## src/hdl/crc_ahb_cfg.svh

```systemverilog
// CRC accelerator configuration
// Register word offsets on the AHB slave, reset values of the
// programmable registers and depth of the data write buffer
`ifndef CRC_AHB_CFG_SVH
`define CRC_AHB_CFG_SVH

////////////////////////////////////////////////////////////////////////////
// Register map, word offsets taken from HADDR[4:2]
////////////////////////////////////////////////////////////////////////////
`define CRC_DR_OFS    3'h0
`define CRC_IDR_OFS   3'h1
`define CRC_CR_OFS    3'h2
`define CRC_INIT_OFS  3'h4
`define CRC_POL_OFS   3'h5

////////////////////////////////////////////////////////////////////////////
// Reset values
////////////////////////////////////////////////////////////////////////////
`define CRC_INIT_RST  32'hFFFF_FFFF
`define CRC_POL_RST   32'h04C1_1DB7
// Control register fields {rev_out, rev_in, poly_size}
`define CRC_CR_RST    5'h00

// Number of data writes queued ahead of the engine
`define CRC_BUF_DEPTH 2

`endif

```

## src/hdl/crc_ahb_pkg.sv

```systemverilog
// CRC accelerator shared types
// Bus and CRC words, width and reversal encodings of the control
// register, and the entry format held in the data write buffer
package crc_ahb_pkg;

	// Bus data word and running CRC value
	typedef logic [31:0] crc_word_t;

	// CRC width, only the low N bits of CRC, POL and INIT count
	typedef enum logic [1:0]
	{
		POLY_32 = 2'd0,
		POLY_16 = 2'd1,
		POLY_8  = 2'd2,
		POLY_7  = 2'd3
	} poly_size_t;

	// Bit reversal applied to data written to DR
	typedef enum logic [1:0]
	{
		REV_NONE = 2'd0,
		REV_BYTE = 2'd1,
		REV_HALF = 2'd2,
		REV_WORD = 2'd3
	} rev_in_t;

	// Low bits of HSIZE: 0 byte, 1 halfword, 2 word
	typedef logic [1:0] bus_size_t;

	// One pending DR write, 34 bits
	typedef struct packed
	{
		crc_word_t data;
		bus_size_t size;
	} buf_entry_t;

endpackage

```

## src/hdl/host_interface.sv

```systemverilog
// AHB-Lite host interface of the CRC accelerator
// Captures the address phase, decodes per-register write enables,
// holds the control register, stretches HREADYOUT while the buffer,
// the engine or a pending chain reset cannot take the access, and
// muxes the register read data
`timescale 1ns/1ps

module host_interface
(
	input  logic                   HCLK,
	input  logic                   HRESETn,
	input  logic                   HSElx,
	input  logic [31:0]            HADDR,
	input  logic [1:0]             HTRANS,
	input  logic [2:0]             HSIZE,
	input  logic                   HWRITE,
	input  logic                   HREADY,
	input  crc_ahb_pkg::crc_word_t HWDATA,
	input  crc_ahb_pkg::crc_word_t crc_out,
	input  crc_ahb_pkg::crc_word_t crc_init_out,
	input  crc_ahb_pkg::crc_word_t crc_poly_out,
	input  logic [7:0]             crc_idr_out,
	input  logic                   buffer_full,
	input  logic                   read_wait,
	input  logic                   reset_pending,
	output crc_ahb_pkg::crc_word_t HRDATA,
	output logic                   HREADYOUT,
	output logic                   HRESP,
	output crc_ahb_pkg::crc_word_t bus_wr,
	output crc_ahb_pkg::bus_size_t bus_size,
	output logic                   buffer_write_en,
	output logic                   crc_init_en,
	output logic                   crc_poly_en,
	output logic                   crc_idr_en,
	output logic                   reset_chain,
	output crc_ahb_pkg::poly_size_t crc_poly_size,
	output crc_ahb_pkg::rev_in_t   rev_in_type,
	output logic                   rev_out_type
);
	import crc_ahb_pkg::*;
	`include "crc_ahb_cfg.svh"

	localparam logic [1:0] HTRANS_NONSEQ = 2'b10;

	// Address phase flops
	logic [2:0] haddr_pp;
	bus_size_t  hsize_pp;
	logic [1:0] htrans_pp;
	logic       hwrite_pp;
	logic       hselx_pp;

	// Control register {rev_out, rev_in, poly_size}
	logic [4:0] cr_ff;

	logic sample_bus;
	logic xfer_act;
	logic write_en;
	logic dr_read;
	logic init_wr;
	logic cr_en;
	logic any_en;

	////////////////////////////////////////////////////////////////////////////
	// Address phase capture
	////////////////////////////////////////////////////////////////////////////

	// Sampled only when the previous data phase completes
	assign sample_bus = HREADY && HREADYOUT;

	always_ff @(posedge HCLK)
	begin
		if (!HRESETn)
		begin
			hselx_pp  <= 1'b0;
			htrans_pp <= 2'b00;
			hwrite_pp <= 1'b0;
		end
		else if (sample_bus)
		begin
			hselx_pp  <= HSElx;
			htrans_pp <= HTRANS;
			hwrite_pp <= HWRITE;
		end
	end

	// Offset and size of the captured transfer
	always_ff @(posedge HCLK)
	begin
		if (sample_bus)
		begin
			haddr_pp <= HADDR[4:2];
			hsize_pp <= HSIZE[1:0];
		end
	end

	////////////////////////////////////////////////////////////////////////////
	// Decode
	////////////////////////////////////////////////////////////////////////////

	// SEQ and BUSY fall through like IDLE
	assign xfer_act = hselx_pp && (htrans_pp == HTRANS_NONSEQ);
	assign write_en = xfer_act && hwrite_pp;
	assign dr_read  = xfer_act && !hwrite_pp && (haddr_pp == `CRC_DR_OFS);
	assign init_wr  = write_en && (haddr_pp == `CRC_INIT_OFS);

	assign buffer_write_en = write_en && (haddr_pp == `CRC_DR_OFS);
	// INIT is held off until the engine has taken the old value
	assign crc_init_en     = init_wr && !reset_pending;
	assign crc_poly_en     = write_en && (haddr_pp == `CRC_POL_OFS);
	assign crc_idr_en      = write_en && (haddr_pp == `CRC_IDR_OFS);
	assign cr_en           = write_en && (haddr_pp == `CRC_CR_OFS);

	// HWDATA arrives in the data phase and passes straight through
	assign bus_wr   = HWDATA;
	assign bus_size = hsize_pp;

	// Wait states while a resource is not ready
	assign HREADYOUT = !((buffer_write_en && buffer_full) ||
	                     (dr_read && read_wait) ||
	                     (init_wr && reset_pending));

	// Never an error response
	assign HRESP = 1'b0;

	////////////////////////////////////////////////////////////////////////////
	// Control register
	////////////////////////////////////////////////////////////////////////////
	always_ff @(posedge HCLK)
	begin
		if (!HRESETn)
			cr_ff <= `CRC_CR_RST;
		else if (cr_en)
			cr_ff <= HWDATA[7:3];
	end

	// Bit 0 is self clearing and only leaves this block as a pulse
	assign reset_chain   = cr_en && HWDATA[0];
	assign crc_poly_size = poly_size_t'(cr_ff[1:0]);
	assign rev_in_type   = rev_in_t'(cr_ff[3:2]);
	assign rev_out_type  = cr_ff[4];

	// Read data mux on the captured offset
	always_comb
	begin
		case (haddr_pp)
			`CRC_DR_OFS:   HRDATA = crc_out;
			`CRC_IDR_OFS:  HRDATA = {24'h0, crc_idr_out};
			`CRC_CR_OFS:   HRDATA = {24'h0, cr_ff, 3'b000};
			`CRC_INIT_OFS: HRDATA = crc_init_out;
			`CRC_POL_OFS:  HRDATA = crc_poly_out;
			default:       HRDATA = '0;
		endcase
	end

	////////////////////////////////////////////////////////////////////////////
	// Checks
	////////////////////////////////////////////////////////////////////////////
	assign any_en = buffer_write_en || crc_init_en || crc_poly_en || crc_idr_en || reset_chain;

	// Enables only come from a NONSEQ write to this slave seen on the bus,
	// or from a data phase still held by a wait state
	assert property (@(posedge HCLK) disable iff (!HRESETn)
		any_en |-> $past(!HREADYOUT ||
		                 (HREADY && HSElx && HWRITE && (HTRANS == HTRANS_NONSEQ))));

	// A DR read waits on the engine with its data phase held
	assert property (@(posedge HCLK) disable iff (!HRESETn)
		(dr_read && read_wait) |-> !HREADYOUT ##1 dr_read);

endmodule

```

## src/hdl/crc_regs.sv

```systemverilog
// CRC configuration registers
// INIT holds the value loaded on a chain reset, POL the generator
// polynomial used by the engine, IDR is a free 8-bit scratch byte
`timescale 1ns/1ps

module crc_regs
(
	input  logic                   HCLK,
	input  logic                   HRESETn,
	input  crc_ahb_pkg::crc_word_t bus_wr,
	input  logic                   crc_init_en,
	input  logic                   crc_poly_en,
	input  logic                   crc_idr_en,
	output crc_ahb_pkg::crc_word_t crc_init_out,
	output crc_ahb_pkg::crc_word_t crc_poly_out,
	output logic [7:0]             crc_idr_out
);
	import crc_ahb_pkg::*;
	`include "crc_ahb_cfg.svh"

	crc_word_t  init_ff;
	crc_word_t  poly_ff;
	logic [7:0] idr_ff;

	// Initial value, full word kept, width applied by the engine
	always_ff @(posedge HCLK)
	begin
		if (!HRESETn)
			init_ff <= `CRC_INIT_RST;
		else if (crc_init_en)
			init_ff <= bus_wr;
	end

	// Polynomial, implicit top term not stored
	always_ff @(posedge HCLK)
	begin
		if (!HRESETn)
			poly_ff <= `CRC_POL_RST;
		else if (crc_poly_en)
			poly_ff <= bus_wr;
	end

	// Scratch byte, upper bus bits dropped
	always_ff @(posedge HCLK)
	begin
		if (!HRESETn)
			idr_ff <= 8'h00;
		else if (crc_idr_en)
			idr_ff <= bus_wr[7:0];
	end

	assign crc_init_out = init_ff;
	assign crc_poly_out = poly_ff;
	assign crc_idr_out  = idr_ff;

	// Decode in the host interface selects a single register per access
	assert property (@(posedge HCLK) disable iff (!HRESETn)
		$onehot0({crc_init_en, crc_poly_en, crc_idr_en}));

endmodule

```

## src/hdl/input_buffer.sv

```systemverilog
// Data write buffer
// Circular FIFO between the bus and the CRC engine, so DR writes
// complete without waiting on the byte-serial update
// Flush drops every queued entry in one cycle
`timescale 1ns/1ps

module input_buffer
#(
	parameter int DEPTH = 2
)
(
	input  logic                    HCLK,
	input  logic                    HRESETn,
	input  logic                    push,
	input  crc_ahb_pkg::buf_entry_t push_entry,
	input  logic                    pop,
	input  logic                    flush,
	output crc_ahb_pkg::buf_entry_t head_entry,
	output logic                    full,
	output logic                    empty
);
	import crc_ahb_pkg::*;

	localparam int PW = (DEPTH > 1) ? $clog2(DEPTH) : 1;
	localparam int CW = $clog2(DEPTH + 1);

	buf_entry_t mem [DEPTH];

	logic [PW-1:0] wr_ptr;
	logic [PW-1:0] rd_ptr;
	logic [CW-1:0] count;
	logic          do_push;
	logic          do_pop;

	assign do_push = push && !full;
	assign do_pop  = pop && !empty;

	// Entry storage written on each accepted push
	always_ff @(posedge HCLK)
	begin
		if (do_push)
			mem[wr_ptr] <= push_entry;
	end

	////////////////////////////////////////////////////////////////////////////
	// Pointers and fill level
	////////////////////////////////////////////////////////////////////////////
	always_ff @(posedge HCLK)
	begin
		if (!HRESETn || flush)
		begin
			wr_ptr <= '0;
			rd_ptr <= '0;
			count  <= '0;
		end
		else
		begin
			if (do_push)
				wr_ptr <= (wr_ptr == PW'(DEPTH - 1)) ? '0 : wr_ptr + 1'b1;
			if (do_pop)
				rd_ptr <= (rd_ptr == PW'(DEPTH - 1)) ? '0 : rd_ptr + 1'b1;
			// Simultaneous push and pop keeps the level
			if (do_push && !do_pop)
				count <= count + 1'b1;
			else if (do_pop && !do_push)
				count <= count - 1'b1;
		end
	end

	assign full       = (count == CW'(DEPTH));
	assign empty      = (count == '0);
	assign head_entry = mem[rd_ptr];

	// Engine only pops what is queued
	assert property (@(posedge HCLK) disable iff (!HRESETn) pop |-> !empty);

	// Level stays within the storage and full never meets empty
	assert property (@(posedge HCLK) disable iff (!HRESETn)
		!(full && empty) && (count <= CW'(DEPTH)));

endmodule

```

## src/hdl/crc_unit.sv

```systemverilog
// Byte-serial CRC engine
// Pops one buffered DR write at a time, applies the input bit
// reversal, folds the valid bytes into the CRC one per cycle and
// presents the result with optional output reversal
// Also sequences the chain reset through flush, one pending cycle and reload
`timescale 1ns/1ps

module crc_unit
(
	input  logic                     HCLK,
	input  logic                     HRESETn,
	input  crc_ahb_pkg::buf_entry_t  head_entry,
	input  logic                     empty,
	input  logic                     reset_chain,
	input  crc_ahb_pkg::crc_word_t   crc_init_out,
	input  crc_ahb_pkg::crc_word_t   crc_poly_out,
	input  crc_ahb_pkg::poly_size_t  crc_poly_size,
	input  crc_ahb_pkg::rev_in_t     rev_in_type,
	input  logic                     rev_out_type,
	output logic                     pop,
	output logic                     flush,
	output crc_ahb_pkg::crc_word_t   crc_out,
	output logic                     read_wait,
	output logic                     reset_pending
);
	import crc_ahb_pkg::*;

	crc_word_t  crc_ff;
	crc_word_t  data_ff;
	logic [1:0] byte_cnt;
	logic       busy;

	crc_word_t  crc_mask;
	logic [4:0] crc_msb;
	logic [4:0] out_shift;
	crc_word_t  rev_data;
	crc_word_t  crc_bitrev;

	// Bit reversal of the written word per byte, per half or whole
	function automatic crc_word_t reverse_in(input crc_word_t d, input rev_in_t mode);
		crc_word_t r;
		int        i;
		r = d;
		for (i = 0; i < 32; i++)
		begin
			case (mode)
				REV_BYTE: r[i] = d[(i / 8) * 8 + 7 - (i % 8)];
				REV_HALF: r[i] = d[(i / 16) * 16 + 15 - (i % 16)];
				REV_WORD: r[i] = d[31 - i];
				default:  r[i] = d[i];
			endcase
		end
		return r;
	endfunction

	// Eight shift steps with the data MSB first
	function automatic crc_word_t crc_byte(input crc_word_t crc, input logic [7:0] din,
	                                       input crc_word_t poly, input crc_word_t mask,
	                                       input logic [4:0] msb);
		crc_word_t c;
		logic      fb;
		int        i;
		c = crc;
		for (i = 7; i >= 0; i--)
		begin
			fb = c[msb] ^ din[i];
			c  = (c << 1) & mask;
			if (fb)
				c = c ^ (poly & mask);
		end
		return c;
	endfunction

	////////////////////////////////////////////////////////////////////////////
	// Width dependent constants
	////////////////////////////////////////////////////////////////////////////
	always_comb
	begin
		case (crc_poly_size)
			POLY_16:
			begin
				crc_mask  = 32'h0000_FFFF;
				crc_msb   = 5'd15;
				out_shift = 5'd16;
			end
			POLY_8:
			begin
				crc_mask  = 32'h0000_00FF;
				crc_msb   = 5'd7;
				out_shift = 5'd24;
			end
			POLY_7:
			begin
				crc_mask  = 32'h0000_007F;
				crc_msb   = 5'd6;
				out_shift = 5'd25;
			end
			default:
			begin
				crc_mask  = 32'hFFFF_FFFF;
				crc_msb   = 5'd31;
				out_shift = 5'd0;
			end
		endcase
	end

	assign rev_data = reverse_in(head_entry.data, rev_in_type);

	// Take a new entry only when idle and no chain reset is in flight
	assign pop       = !busy && !empty && !reset_chain && !reset_pending;
	assign flush     = reset_chain;
	// Pending reload also holds DR reads off
	assign read_wait = busy || !empty || reset_pending;

	////////////////////////////////////////////////////////////////////////////
	// Sequencer and CRC register
	////////////////////////////////////////////////////////////////////////////
	always_ff @(posedge HCLK)
	begin
		if (!HRESETn)
		begin
			busy          <= 1'b0;
			byte_cnt      <= 2'd0;
			reset_pending <= 1'b0;
			// CRC follows INIT out of reset one edge later
			crc_ff        <= crc_init_out;
		end
		else if (reset_chain)
		begin
			// Abandon the entry in progress
			busy          <= 1'b0;
			reset_pending <= 1'b1;
		end
		else if (reset_pending)
		begin
			reset_pending <= 1'b0;
			crc_ff        <= crc_init_out & crc_mask;
		end
		else if (pop)
		begin
			busy <= 1'b1;
			case (head_entry.size)
				2'd0:    byte_cnt <= 2'd0;
				2'd1:    byte_cnt <= 2'd1;
				default: byte_cnt <= 2'd3;
			endcase
		end
		else if (busy)
		begin
			crc_ff <= crc_byte(crc_ff, data_ff[31:24], crc_poly_out, crc_mask, crc_msb);
			if (byte_cnt == 2'd0)
				busy <= 1'b0;
			else
				byte_cnt <= byte_cnt - 1'b1;
		end
	end

	// Valid bytes left aligned so the top byte is always next
	always_ff @(posedge HCLK)
	begin
		if (pop)
		begin
			case (head_entry.size)
				2'd0:    data_ff <= rev_data << 24;
				2'd1:    data_ff <= rev_data << 16;
				default: data_ff <= rev_data;
			endcase
		end
		else if (busy)
			data_ff <= data_ff << 8;
	end

	// Output reversal over N bits with zeros above
	always_comb
	begin
		for (int i = 0; i < 32; i++)
			crc_bitrev[i] = crc_ff[31 - i];
	end

	assign crc_out = rev_out_type ? ((crc_bitrev & ~(crc_mask ^ 32'hFFFF_FFFF) << out_shift)
	                                 >> out_shift)
	                              : (crc_ff & crc_mask);

	// A busy period never outlasts the four bytes of a word
	assert property (@(posedge HCLK) disable iff (!HRESETn)
		(busy && $past(busy) && $past(busy, 2) && $past(busy, 3)) |=> !busy);

endmodule

```

## src/hdl/crc_ahb.sv

```systemverilog
// CRC accelerator, AHB-Lite slave top level
// Host interface, configuration registers, data write buffer and
// byte-serial CRC engine tied to the AHB slave ports
`timescale 1ns/1ps

module crc_ahb
(
	input  logic                   HCLK,
	input  logic                   HRESETn,
	input  logic                   HSElx,
	input  logic [31:0]            HADDR,
	input  logic [1:0]             HTRANS,
	input  logic [2:0]             HSIZE,
	input  logic                   HWRITE,
	input  logic                   HREADY,
	input  crc_ahb_pkg::crc_word_t HWDATA,
	output crc_ahb_pkg::crc_word_t HRDATA,
	output logic                   HREADYOUT,
	output logic                   HRESP
);
	import crc_ahb_pkg::*;
	`include "crc_ahb_cfg.svh"

	// Bus side
	crc_word_t  bus_wr;
	bus_size_t  bus_size;
	logic       buffer_write_en;
	logic       crc_init_en;
	logic       crc_poly_en;
	logic       crc_idr_en;
	logic       reset_chain;

	// Configuration
	poly_size_t crc_poly_size;
	rev_in_t    rev_in_type;
	logic       rev_out_type;
	crc_word_t  crc_init_out;
	crc_word_t  crc_poly_out;
	logic [7:0] crc_idr_out;

	// Buffer and engine
	buf_entry_t push_entry;
	buf_entry_t head_entry;
	logic       buffer_full;
	logic       buffer_empty;
	logic       pop;
	logic       flush;
	crc_word_t  crc_out;
	logic       read_wait;
	logic       reset_pending;

	assign push_entry = '{data: bus_wr, size: bus_size};

	host_interface u_host (.*, .buffer_full(buffer_full));

	crc_regs u_regs (.*);

	input_buffer #(.DEPTH(`CRC_BUF_DEPTH)) u_buf
	(
		.HCLK       (HCLK),
		.HRESETn    (HRESETn),
		.push       (buffer_write_en),
		.push_entry (push_entry),
		.pop        (pop),
		.flush      (flush),
		.head_entry (head_entry),
		.full       (buffer_full),
		.empty      (buffer_empty)
	);

	crc_unit u_crc (.*, .empty(buffer_empty));

endmodule

```

## config.mk

```make
export PLATFORM = sky130hd
export DESIGN_NAME = crc_ahb
export DESIGN_NICKNAME = d
export VERILOG_FILES = /design/src/hdl/crc_ahb_pkg.sv /design/src/hdl/host_interface.sv /design/src/hdl/crc_regs.sv /design/src/hdl/input_buffer.sv /design/src/hdl/crc_unit.sv /design/src/hdl/crc_ahb.sv
export VERILOG_INCLUDE_DIRS = /design/src /design/src/hdl
export SDC_FILE = /design/constraint.sdc
export NUM_CORES = 1
export LEC_CHECK = 0
export ABC_AREA = 0
export BUFFER_PORTS_ARGS = -buffer_cell sky130_fd_sc_hd__buf_2
export CORE_MARGIN = 10
export CORE_UTILIZATION = 62
export DETAILED_ROUTE_END_ITERATION = 12
export GPL_TIMING_DRIVEN = 0
export PLACE_DENSITY = 0.88
export SLEW_MARGIN = 0
export SYNTH_ARGS = -nofsm -noshare
export SYNTH_HDL_FRONTEND = slang
export SYNTH_SLANG_ARGS = --single-unit
```

## constraint.sdc

```tcl
create_clock -name HCLK -period 11.2 [get_ports HCLK]
set_clock_uncertainty 0.1 [all_clocks]
set_input_delay 1.68 -clock HCLK [delete_from_list [all_inputs] [get_ports HCLK]]
set_output_delay 1.68 -clock HCLK [all_outputs]
set_load 0.05 [all_outputs]
```

==> results of run 1 <==
[worst paths after layout]
path / to / cells after the start / start
worst max-delay path: u_crc.crc_ff[8]$_DFFE_PP_ / 28 / u_crc.crc_ff[7]$_DFFE_PP_
worst min-delay path: u_buf.mem[1][1]$_DFFE_PP_ / 0 / u_host.bus_size[1]$_DFFE_PP_
worst max register to register: u_crc.crc_ff[8]$_DFFE_PP_ / 28 / u_crc.crc_ff[7]$_DFFE_PP_
worst min register to register: u_buf.mem[1][1]$_DFFE_PP_ / 0 / u_host.bus_size[1]$_DFFE_PP_
[power groups by stage]
stage / clock [W] / sequential (W) / combinational [W]
after global placement: 0 / 0.00129 / 0.00431
after global routing: 0.000804 / 0.00129 / 0.00482
after floorplan: 0 / 0.00120 / 0.00327
after detailed placement: 0 / 0.00130 / 0.00436
final: 0.000776 / 0.00130 / 0.00452
after CTS: 0.000770 / 0.00128 / 0.00440
[worst register-to-register path: cells and delay by family, from the launching register on]
| family | cells | cell delay, ns |
|---|---|---|
| xor+xnor | 1 | 0.32 |
| buf+inv | 2 | 0.51 |
| mux | 6 | 2.11 |
| compound gates | 10 | 3.37 |
| flops | 1 | 0.61 |
| simple gates | 9 | 2.31 |
[registers in the layout, indices dropped and copies added (netlist names), named ones only]
name and flops:
u_regs.crc_init_out 32, u_buf.wr_ptr 1, u_host.hselx_pp 1, u_crc.reset_pending 1
u_regs.crc_poly_out 32, u_crc.crc_ff 32, u_host.cr_ff 5, u_host.htrans_pp 2
u_crc.data_ff 32, u_buf.rd_ptr 1, u_buf.count 2, u_host.haddr_pp 3
u_host.hwrite_pp 1, u_regs.crc_idr_out 8, u_crc.busy 1, u_buf.mem 68
u_crc.byte_cnt 2, u_host.bus_size 2
[area by class of cell]
cell class / instances / area, µm²
Inverter: 23 / 86.33
Buffer: 146 / 579.3
Sequential cell: 227 / 5916
Timing Repair Buffer: 78 / 409.1
Tap cell: 335 / 419.2
Fill cell: 2056 / 8074
Antenna cell: 1 / 2.502
Clock inverter: 13 / 138.9
Multi-Input combinational cell: 1445 / 9752
Clock buffer: 29 / 608.1
[metal layers]
layer | track usage (%) | vias up | part of all wire, %
met1 | 48.40 | 7518 | 37
li1 | - | 6776 | -
met5 | 0 | - | 0
met4 | 18.13 | 0 | 5.8
met2 | 55.21 | 1335 | 43
met3 | 10.74 | 250 | 14
[per-stage QoR]
stage	hold WS (ns)	total power [W]	utilization, %
finish	0.3496	0.006598	68.93
global placement	0.3247	0.005604	65.86
floorplan	0.3215	0.004477	-
global route	0.3610	0.006918	68.92
CTS	0.3485	0.006446	68.89
detailed placement	0.3326	0.005656	66.02
[cell usage in the layout, fill, tap and decap left out, types with 6 or more instances in the layout]
cell type,instances
sky130_fd_sc_hd__nand2_1,385
sky130_fd_sc_hd__xnor2_1,169
sky130_fd_sc_hd__edfxtp_1,137
sky130_fd_sc_hd__clkbuf_1,125
sky130_fd_sc_hd__nor2_1,99
sky130_fd_sc_hd__mux2i_1,99
sky130_fd_sc_hd__dfxtp_1,90
sky130_fd_sc_hd__buf_2,81
sky130_fd_sc_hd__nand3_1,79
sky130_fd_sc_hd__o21ai_0,64
sky130_fd_sc_hd__a21oi_1,48
sky130_fd_sc_hd__xor2_1,42
sky130_fd_sc_hd__mux4_2,38
sky130_fd_sc_hd__nor3_1,34
sky130_fd_sc_hd__nor2b_1,25
sky130_fd_sc_hd__a22oi_1,24
sky130_fd_sc_hd__and3_1,23
sky130_fd_sc_hd__a21boi_0,23
sky130_fd_sc_hd__clkbuf_16,23
sky130_fd_sc_hd__mux2_2,22
sky130_fd_sc_hd__inv_1,21
sky130_fd_sc_hd__nand2b_1,17
sky130_fd_sc_hd__and2_1,17
sky130_fd_sc_hd__o31ai_1,17
sky130_fd_sc_hd__nand4_1,17
sky130_fd_sc_hd__or3_1,15
sky130_fd_sc_hd__a211oi_1,15
sky130_fd_sc_hd__a31oi_1,15
sky130_fd_sc_hd__buf_1,14
sky130_fd_sc_hd__o221ai_1,14
sky130_fd_sc_hd__o22ai_1,11
sky130_fd_sc_hd__o21a_1,9
sky130_fd_sc_hd__o21ai_1,6
sky130_fd_sc_hd__o211ai_1,6
[logic make-up (layout without fill, tap and decap cells)]
kind of cell	Yosys count	in the layout	synth area share, %
buffers and inverters	169	289	4.079
multiplexers	162	162	13.07
XOR/XNOR	214	214	11.62
AND/OR/NAND/NOR	746	746	20.80
other	1	2	0.02298
adder cells (fa/ha/maj)	2	2	0.1533
AO/OA/AOI/OAI	320	320	14.00
flip-flops	227	227	36.25
==> results.cfg, run 1 <==
[yosys]
netlist.top_cell.by_area = sky130_fd_sc_hd__edfxtp_1
netlist-cell-type-count = 96
netlist_top_cells_area = sky130_fd_sc_hd__edfxtp_1 25%, sky130_fd_sc_hd__dfxtp_1 11%, sky130_fd_sc_hd__xnor2_1 9.1%
seq_area_frac_synth_pct = 36.25
postSynthNetCount = 1917
portion_of_synthesized_cell_area_occupied_by_the_leading_cell_type_pct = 25.21
post_synth_inst_count = 1841
yosys_warnings = 0
postSynth.asyncResetShare_pct = 0
post_synthesis_cell_area_um2 = 16320
synth-seq-cells = 227
synth_top_cells_by_count = 386 x sky130_fd_sc_hd__nand2_1, 169 x sky130_fd_sc_hd__xnor2_1, 137 x sky130_fd_sc_hd__edfxtp_1
post-synth-top-count-cell = sky130_fd_sc_hd__nand2_1
synth-edff-count = 137
ys_dominant_reg_cell = sky130_fd_sc_hd__edfxtp_1
synthesis.area_per_instance_um2 = 8.864

[die]
core_um2 = 25980
std_cell_rows = 59
start_util_pct = 62.80
die-height_um = 182.2
dieArea_um2 = 33210
top_level_ports = 108
die_x_um = 182.2

[sta]
finalWorstPathRequiredPeriod_ns = 9.597
tns_ns = 0
timing_max_transition_violations_final = 0
layout_worst_path_cycle_share_pct = 85.69
finalHoldViolCount = 0
grt_setup_unrepaired = false
setup-violations-final = 0
timing.max_slew.rel_slack_pct = 19.14
final_worst_setup_slack_ns = 1.603
worst_pin_slew_ns = 1.205
fmax_ghz = 0.1042

[placement]
place_area_um2 = 17160
dp_cells = 2254
preCtsSetupSlack_ns = 1.958
port-buffer-count = 75
routabilityCongestion = 1.001
estimated_wirelength_of_the_detail_placed_design_mm = 48.47

[power_and_ir_drop]
power.sequential.fraction_pct = 19.7
share_of_power_burned_in_the_clock_network_pct = 11.8
power_leakage_nw = 6.443
worst_ir_drop_vdd_v = 0.0003881
switching_power_w = 0.003350
p_comb_share_pct = 68.5
power.density_cell_area_nw_per_um2 = 368.4
internal_power_w = 0.003247
netSwitchingFraction_pct = 50.78

[global_route]
gr-total-overflow = 0
grt_pass1_vias = 15120
grtUsageTotal_pct = 37.03
antenna_found_initial = 0
grt_first_pass_wirelength_mm = 94.29
grt_max_degree = 35

[route]
drt_pass_1_iters = 8
drt-total-wl_mm = 63.77
wl_per_cell_um = 27.76
dr_total_vias = 15880
detail_route.vias_per_cell = 6.913
drt_iter0_drc = 2445
route.antenna.remaining_nets = 0
drt_drc_violations_left = 0

[setup_path]
critPathKind = reg2reg
worstSetupEndpointType = register
timing.critical_path.arrival_ns = 9.76
crit_path_max_incr_delay_ns = 0.61
crit_fanout = 10
critPathMostFrequentCell = sky130_fd_sc_hd__mux2i_1
startpoint_type = register
critPathTopFamily = compound AO/OA/AOI/OAI gates
crit_slowest_cell = sky130_fd_sc_hd__edfxtp_1
worstPathBufferInverterCount = 2
r2r_slack_ns = 1.60
worstPathRequired_ns = 11.36

[clock_tree]
clkTransAtPathRegs_ns = 0.06
post_cts_hold_buffer_count = 0
tritoncts_num_sinks = 227
cts_buffer_depth = 3
cts.htree.levels = 1
tritoncts = yes
cts_root_buffer = sky130_fd_sc_hd__clkbuf_16
postCtsSetupRepairBufs = 0
ctsResizeCount = 0
insertion_delay_ns = 0.54
cts_inserted_buffers = 23

[run_status]
status = completed

[final_layout]
area_growth_syn_to_layout_pct = 9.761
num-nets-final = 2020
stdcell_count = 2297
postLayoutCellArea_um2 = 17910
post_route_cells_drive_above_1_share_pct = 11.78

[flow_run]
maxCapViolations = 0

[min_path]
min_path_type = reg2reg
Note: power is estimated with default switching activity, not from simulation.
==> inputs of run 2 (changes only) <==
--- a/config.mk
+++ b/config.mk
@@ -13,6 +13,7 @@
 export DETAILED_ROUTE_END_ITERATION = 12
 export GPL_TIMING_DRIVEN = 0
 export PLACE_DENSITY = 0.88
+export RECOVER_POWER = 50
 export SLEW_MARGIN = 0
 export SYNTH_ARGS = -nofsm -noshare
 export SYNTH_HDL_FRONTEND = slang
==> run 2 against run 1 <==
Compared with the run above:
- the run now ends with max-capacitance violations, max-slew violations left
- final area down 0.40%
- wire length up 0.34%
- global-route usage unchanged
- die area unchanged
- non-clock buffer count unchanged
- total power about the same
- combinational power about the same
- sequential share of layout area up 0.13 points
- critical endpoint unchanged
- largest cell class unchanged
- largest power group unchanged
==> results.cfg, run 2 (synthesis results as in run 1) <==
[run_status]
status = finished with violations
failing_checks = max-capacitance violations, max-slew violations

[global_route]
grt_pass1_vias = 15120
antenna_found_initial = 0
grtUsageTotal_pct = 37.03
grt_first_pass_wirelength_mm = 94.29
grt_max_degree = 35
gr-total-overflow = 0

[final_layout]
num-nets-final = 2020
number_of_filler_instances_in_the_final_layout = 2082
final-seq-area_um2 = 5916
final_common_cell = sky130_fd_sc_hd__nand2_1
stdcell_count = 2296
final_cell_mix = 385 x sky130_fd_sc_hd__nand2_1, 169 x sky130_fd_sc_hd__xnor2_1, 161 x sky130_fd_sc_hd__clkbuf_1
largest-register = u_buf.mem
area_taken_by_multi_input_logic_gates_um2 = 9746
largest_reg_flops = 68
post_route_cells_drive_above_1_share_pct = 9.893
antennaDiodeCount = 0
area_growth_syn_to_layout_pct = 9.324
final_cell_utilization_of_the_core_pct = 68.65

[flow_run]
maxCapViolations = 1

[die]
core_um2 = 25980
top_level_ports = 108
dieArea_um2 = 33210
std_cell_rows = 59
die-height_um = 182.2
die_x_um = 182.2
start_util_pct = 62.80

[clock_tree]
post_cts_hold_buffer_count = 0
insertion_delay_ns = 0.54
cts.htree.levels = 1
ctsResizeCount = 0
tritoncts_num_sinks = 227
clkTransAtPathRegs_ns = 0.06
cts_inserted_buffers = 23
cts_root_buffer = sky130_fd_sc_hd__clkbuf_16
cts_buffer_depth = 3
tritoncts = yes
postCtsSetupRepairBufs = 0

[route]
detail_route.vias_per_cell = 6.920
route.antenna.remaining_nets = 0
route.met3.wl_mm = 9.316
wl_per_cell_um = 27.87
drt_drc_violations_left = 0
dr_total_vias = 15890
drt_iter0_drc = 2470
drt_pass_1_iters = 6
top_layer = met4
detailroute.wirelength.met2_mm = 27.35
drt-total-wl_mm = 63.99
met1_wl_mm = 23.51

[power_and_ir_drop]
power.density_cell_area_nw_per_um2 = 369.9
power_leakage_nw = 6.338
worst_ir_drop_vdd_v = 0.0003883

[sta]
timing_max_transition_violations_final = 35
layout_worst_path_cycle_share_pct = 85.70
fmax_ghz = 0.1042
finalHoldViolCount = 0
timing.max_slew.rel_slack_pct = -52.61
finalWorstPathRequiredPeriod_ns = 9.598
worst_pin_slew_ns = 2.288
grt_setup_unrepaired = false
tns_ns = 0
setup-violations-final = 0

[placement]
estimated_wirelength_of_the_detail_placed_design_mm = 48.47
port-buffer-count = 75
dp_cells = 2254
routabilityCongestion = 1.001

[setup_path]
timing.critical_path.arrival_ns = 9.76
crit_path_max_incr_delay_ns = 0.62
critPathMostFrequentCell = sky130_fd_sc_hd__mux2i_1
worst-r2r-cell-count = 28
r2r_slack_ns = 1.60
crit_fanout = 10
worstPathRequired_ns = 11.36
worstSetupEndpointType = register
crit_slowest_cell = sky130_fd_sc_hd__o31ai_1
critPathKind = reg2reg
timing.rr.end = u_crc.crc_ff[8]$_DFFE_PP_
startpoint_type = register
critical_path.reg2reg.startpoint = u_crc.crc_ff[7]$_DFFE_PP_

[min_path]
worst_hold_path_startpoint = u_host.bus_size[1]$_DFFE_PP_
hold-path-cell-count = 0
min_path_type = reg2reg
holdPathEnd = u_buf.mem[1][1]$_DFFE_PP_
[run 2: changes by cell type in the layout (fill, tap and decap cells not counted), sizes merged]
| cell | before | now |
|---|---|---|
| clkbuf | 150 | 186 |
| diode | 1 | 0 |
| buf | 103 | 67 |
[run 2: worst max path at each step]
stage,from,end,slack (ns),cells past startpoint
after detailed placement,u_crc.crc_ff[7]$_DFFE_PP_,u_crc.crc_ff[8]$_DFFE_PP_,1.96,28
after global placement,u_crc.crc_ff[7]$_DFFE_PP_,u_crc.crc_ff[8]$_DFFE_PP_,2.06,28
final,u_crc.crc_ff[7]$_DFFE_PP_,u_crc.crc_ff[8]$_DFFE_PP_,1.60,28
after global routing,u_crc.crc_ff[7]$_DFFE_PP_,u_crc.crc_ff[8]$_DFFE_PP_,1.21,28
after floorplan,u_crc.crc_ff[7]$_DFFE_PP_,u_crc.crc_ff[11]$_DFFE_PP_,3.46,27
after CTS,u_crc.crc_ff[7]$_DFFE_PP_,u_crc.crc_ff[8]$_DFFE_PP_,1.90,28
[run 2: cell type report]
type / instances / area share [%]
multi-input cells: 1445 / 54.63
flip-flops and latches: 227 / 33.16
clock buffers: 29 / 3.409
plain buffers: 146 / 3.247
well taps: 335 / 2.350
repair buffers: 78 / 1.943
clock inverters: 13 / 0.7785
inverters: 23 / 0.4839
[run 2: where the power goes]
| group | internal (W) | leakage, nW | switching, W | total [W] |
|---|---|---|---|---|
| Combinational | 0.00169 | 3.98 | 0.00283 | 0.00452 |
| Sequential | 0.00112 | 2.00 | 0.000184 | 0.00130 |
| Clock | 0.000437 | 0.358 | 0.000339 | 0.000775 |
| Total | 0.00325 | 6.34 | 0.00335 | 0.00660 |
[run 2: critical path, delay by kind of cell, from the launching register on]
kind,cells,cell delay (ns)
buffers and inverters,2,0.51
and+or+nand+nor,10,2.44
muxes,5,1.80
xor gates and xnor gates,2,0.53
DFF,1,0.61
AOI/OAI and AO/OA,9,3.34
[run 2: stage by stage]
| stage | power, W | area [µm²] | setup slack, ns | hold slack, ns |
|---|---|---|---|---|
| CTS | 0.006446 | 17900 | 1.898 | 0.3485 |
| global placement | 0.005604 | 17110 | 2.059 | 0.3247 |
| detailed placement | 0.005656 | 17160 | 1.958 | 0.3326 |
| floorplan | 0.004477 | 16320 | 3.457 | 0.3215 |
| finish | 0.006598 | 17840 | 1.602 | 0.3516 |
| global route | 0.006916 | 17840 | 1.208 | 0.3610 |
[run 2: routing by layer]
layer | GRT usage (%) | vias up
met5 | 0 | -
met4 | 18.13 | 0
met3 | 10.74 | 250
met2 | 55.21 | 1290
met1 | 48.40 | 7580
li1 | - | 6768
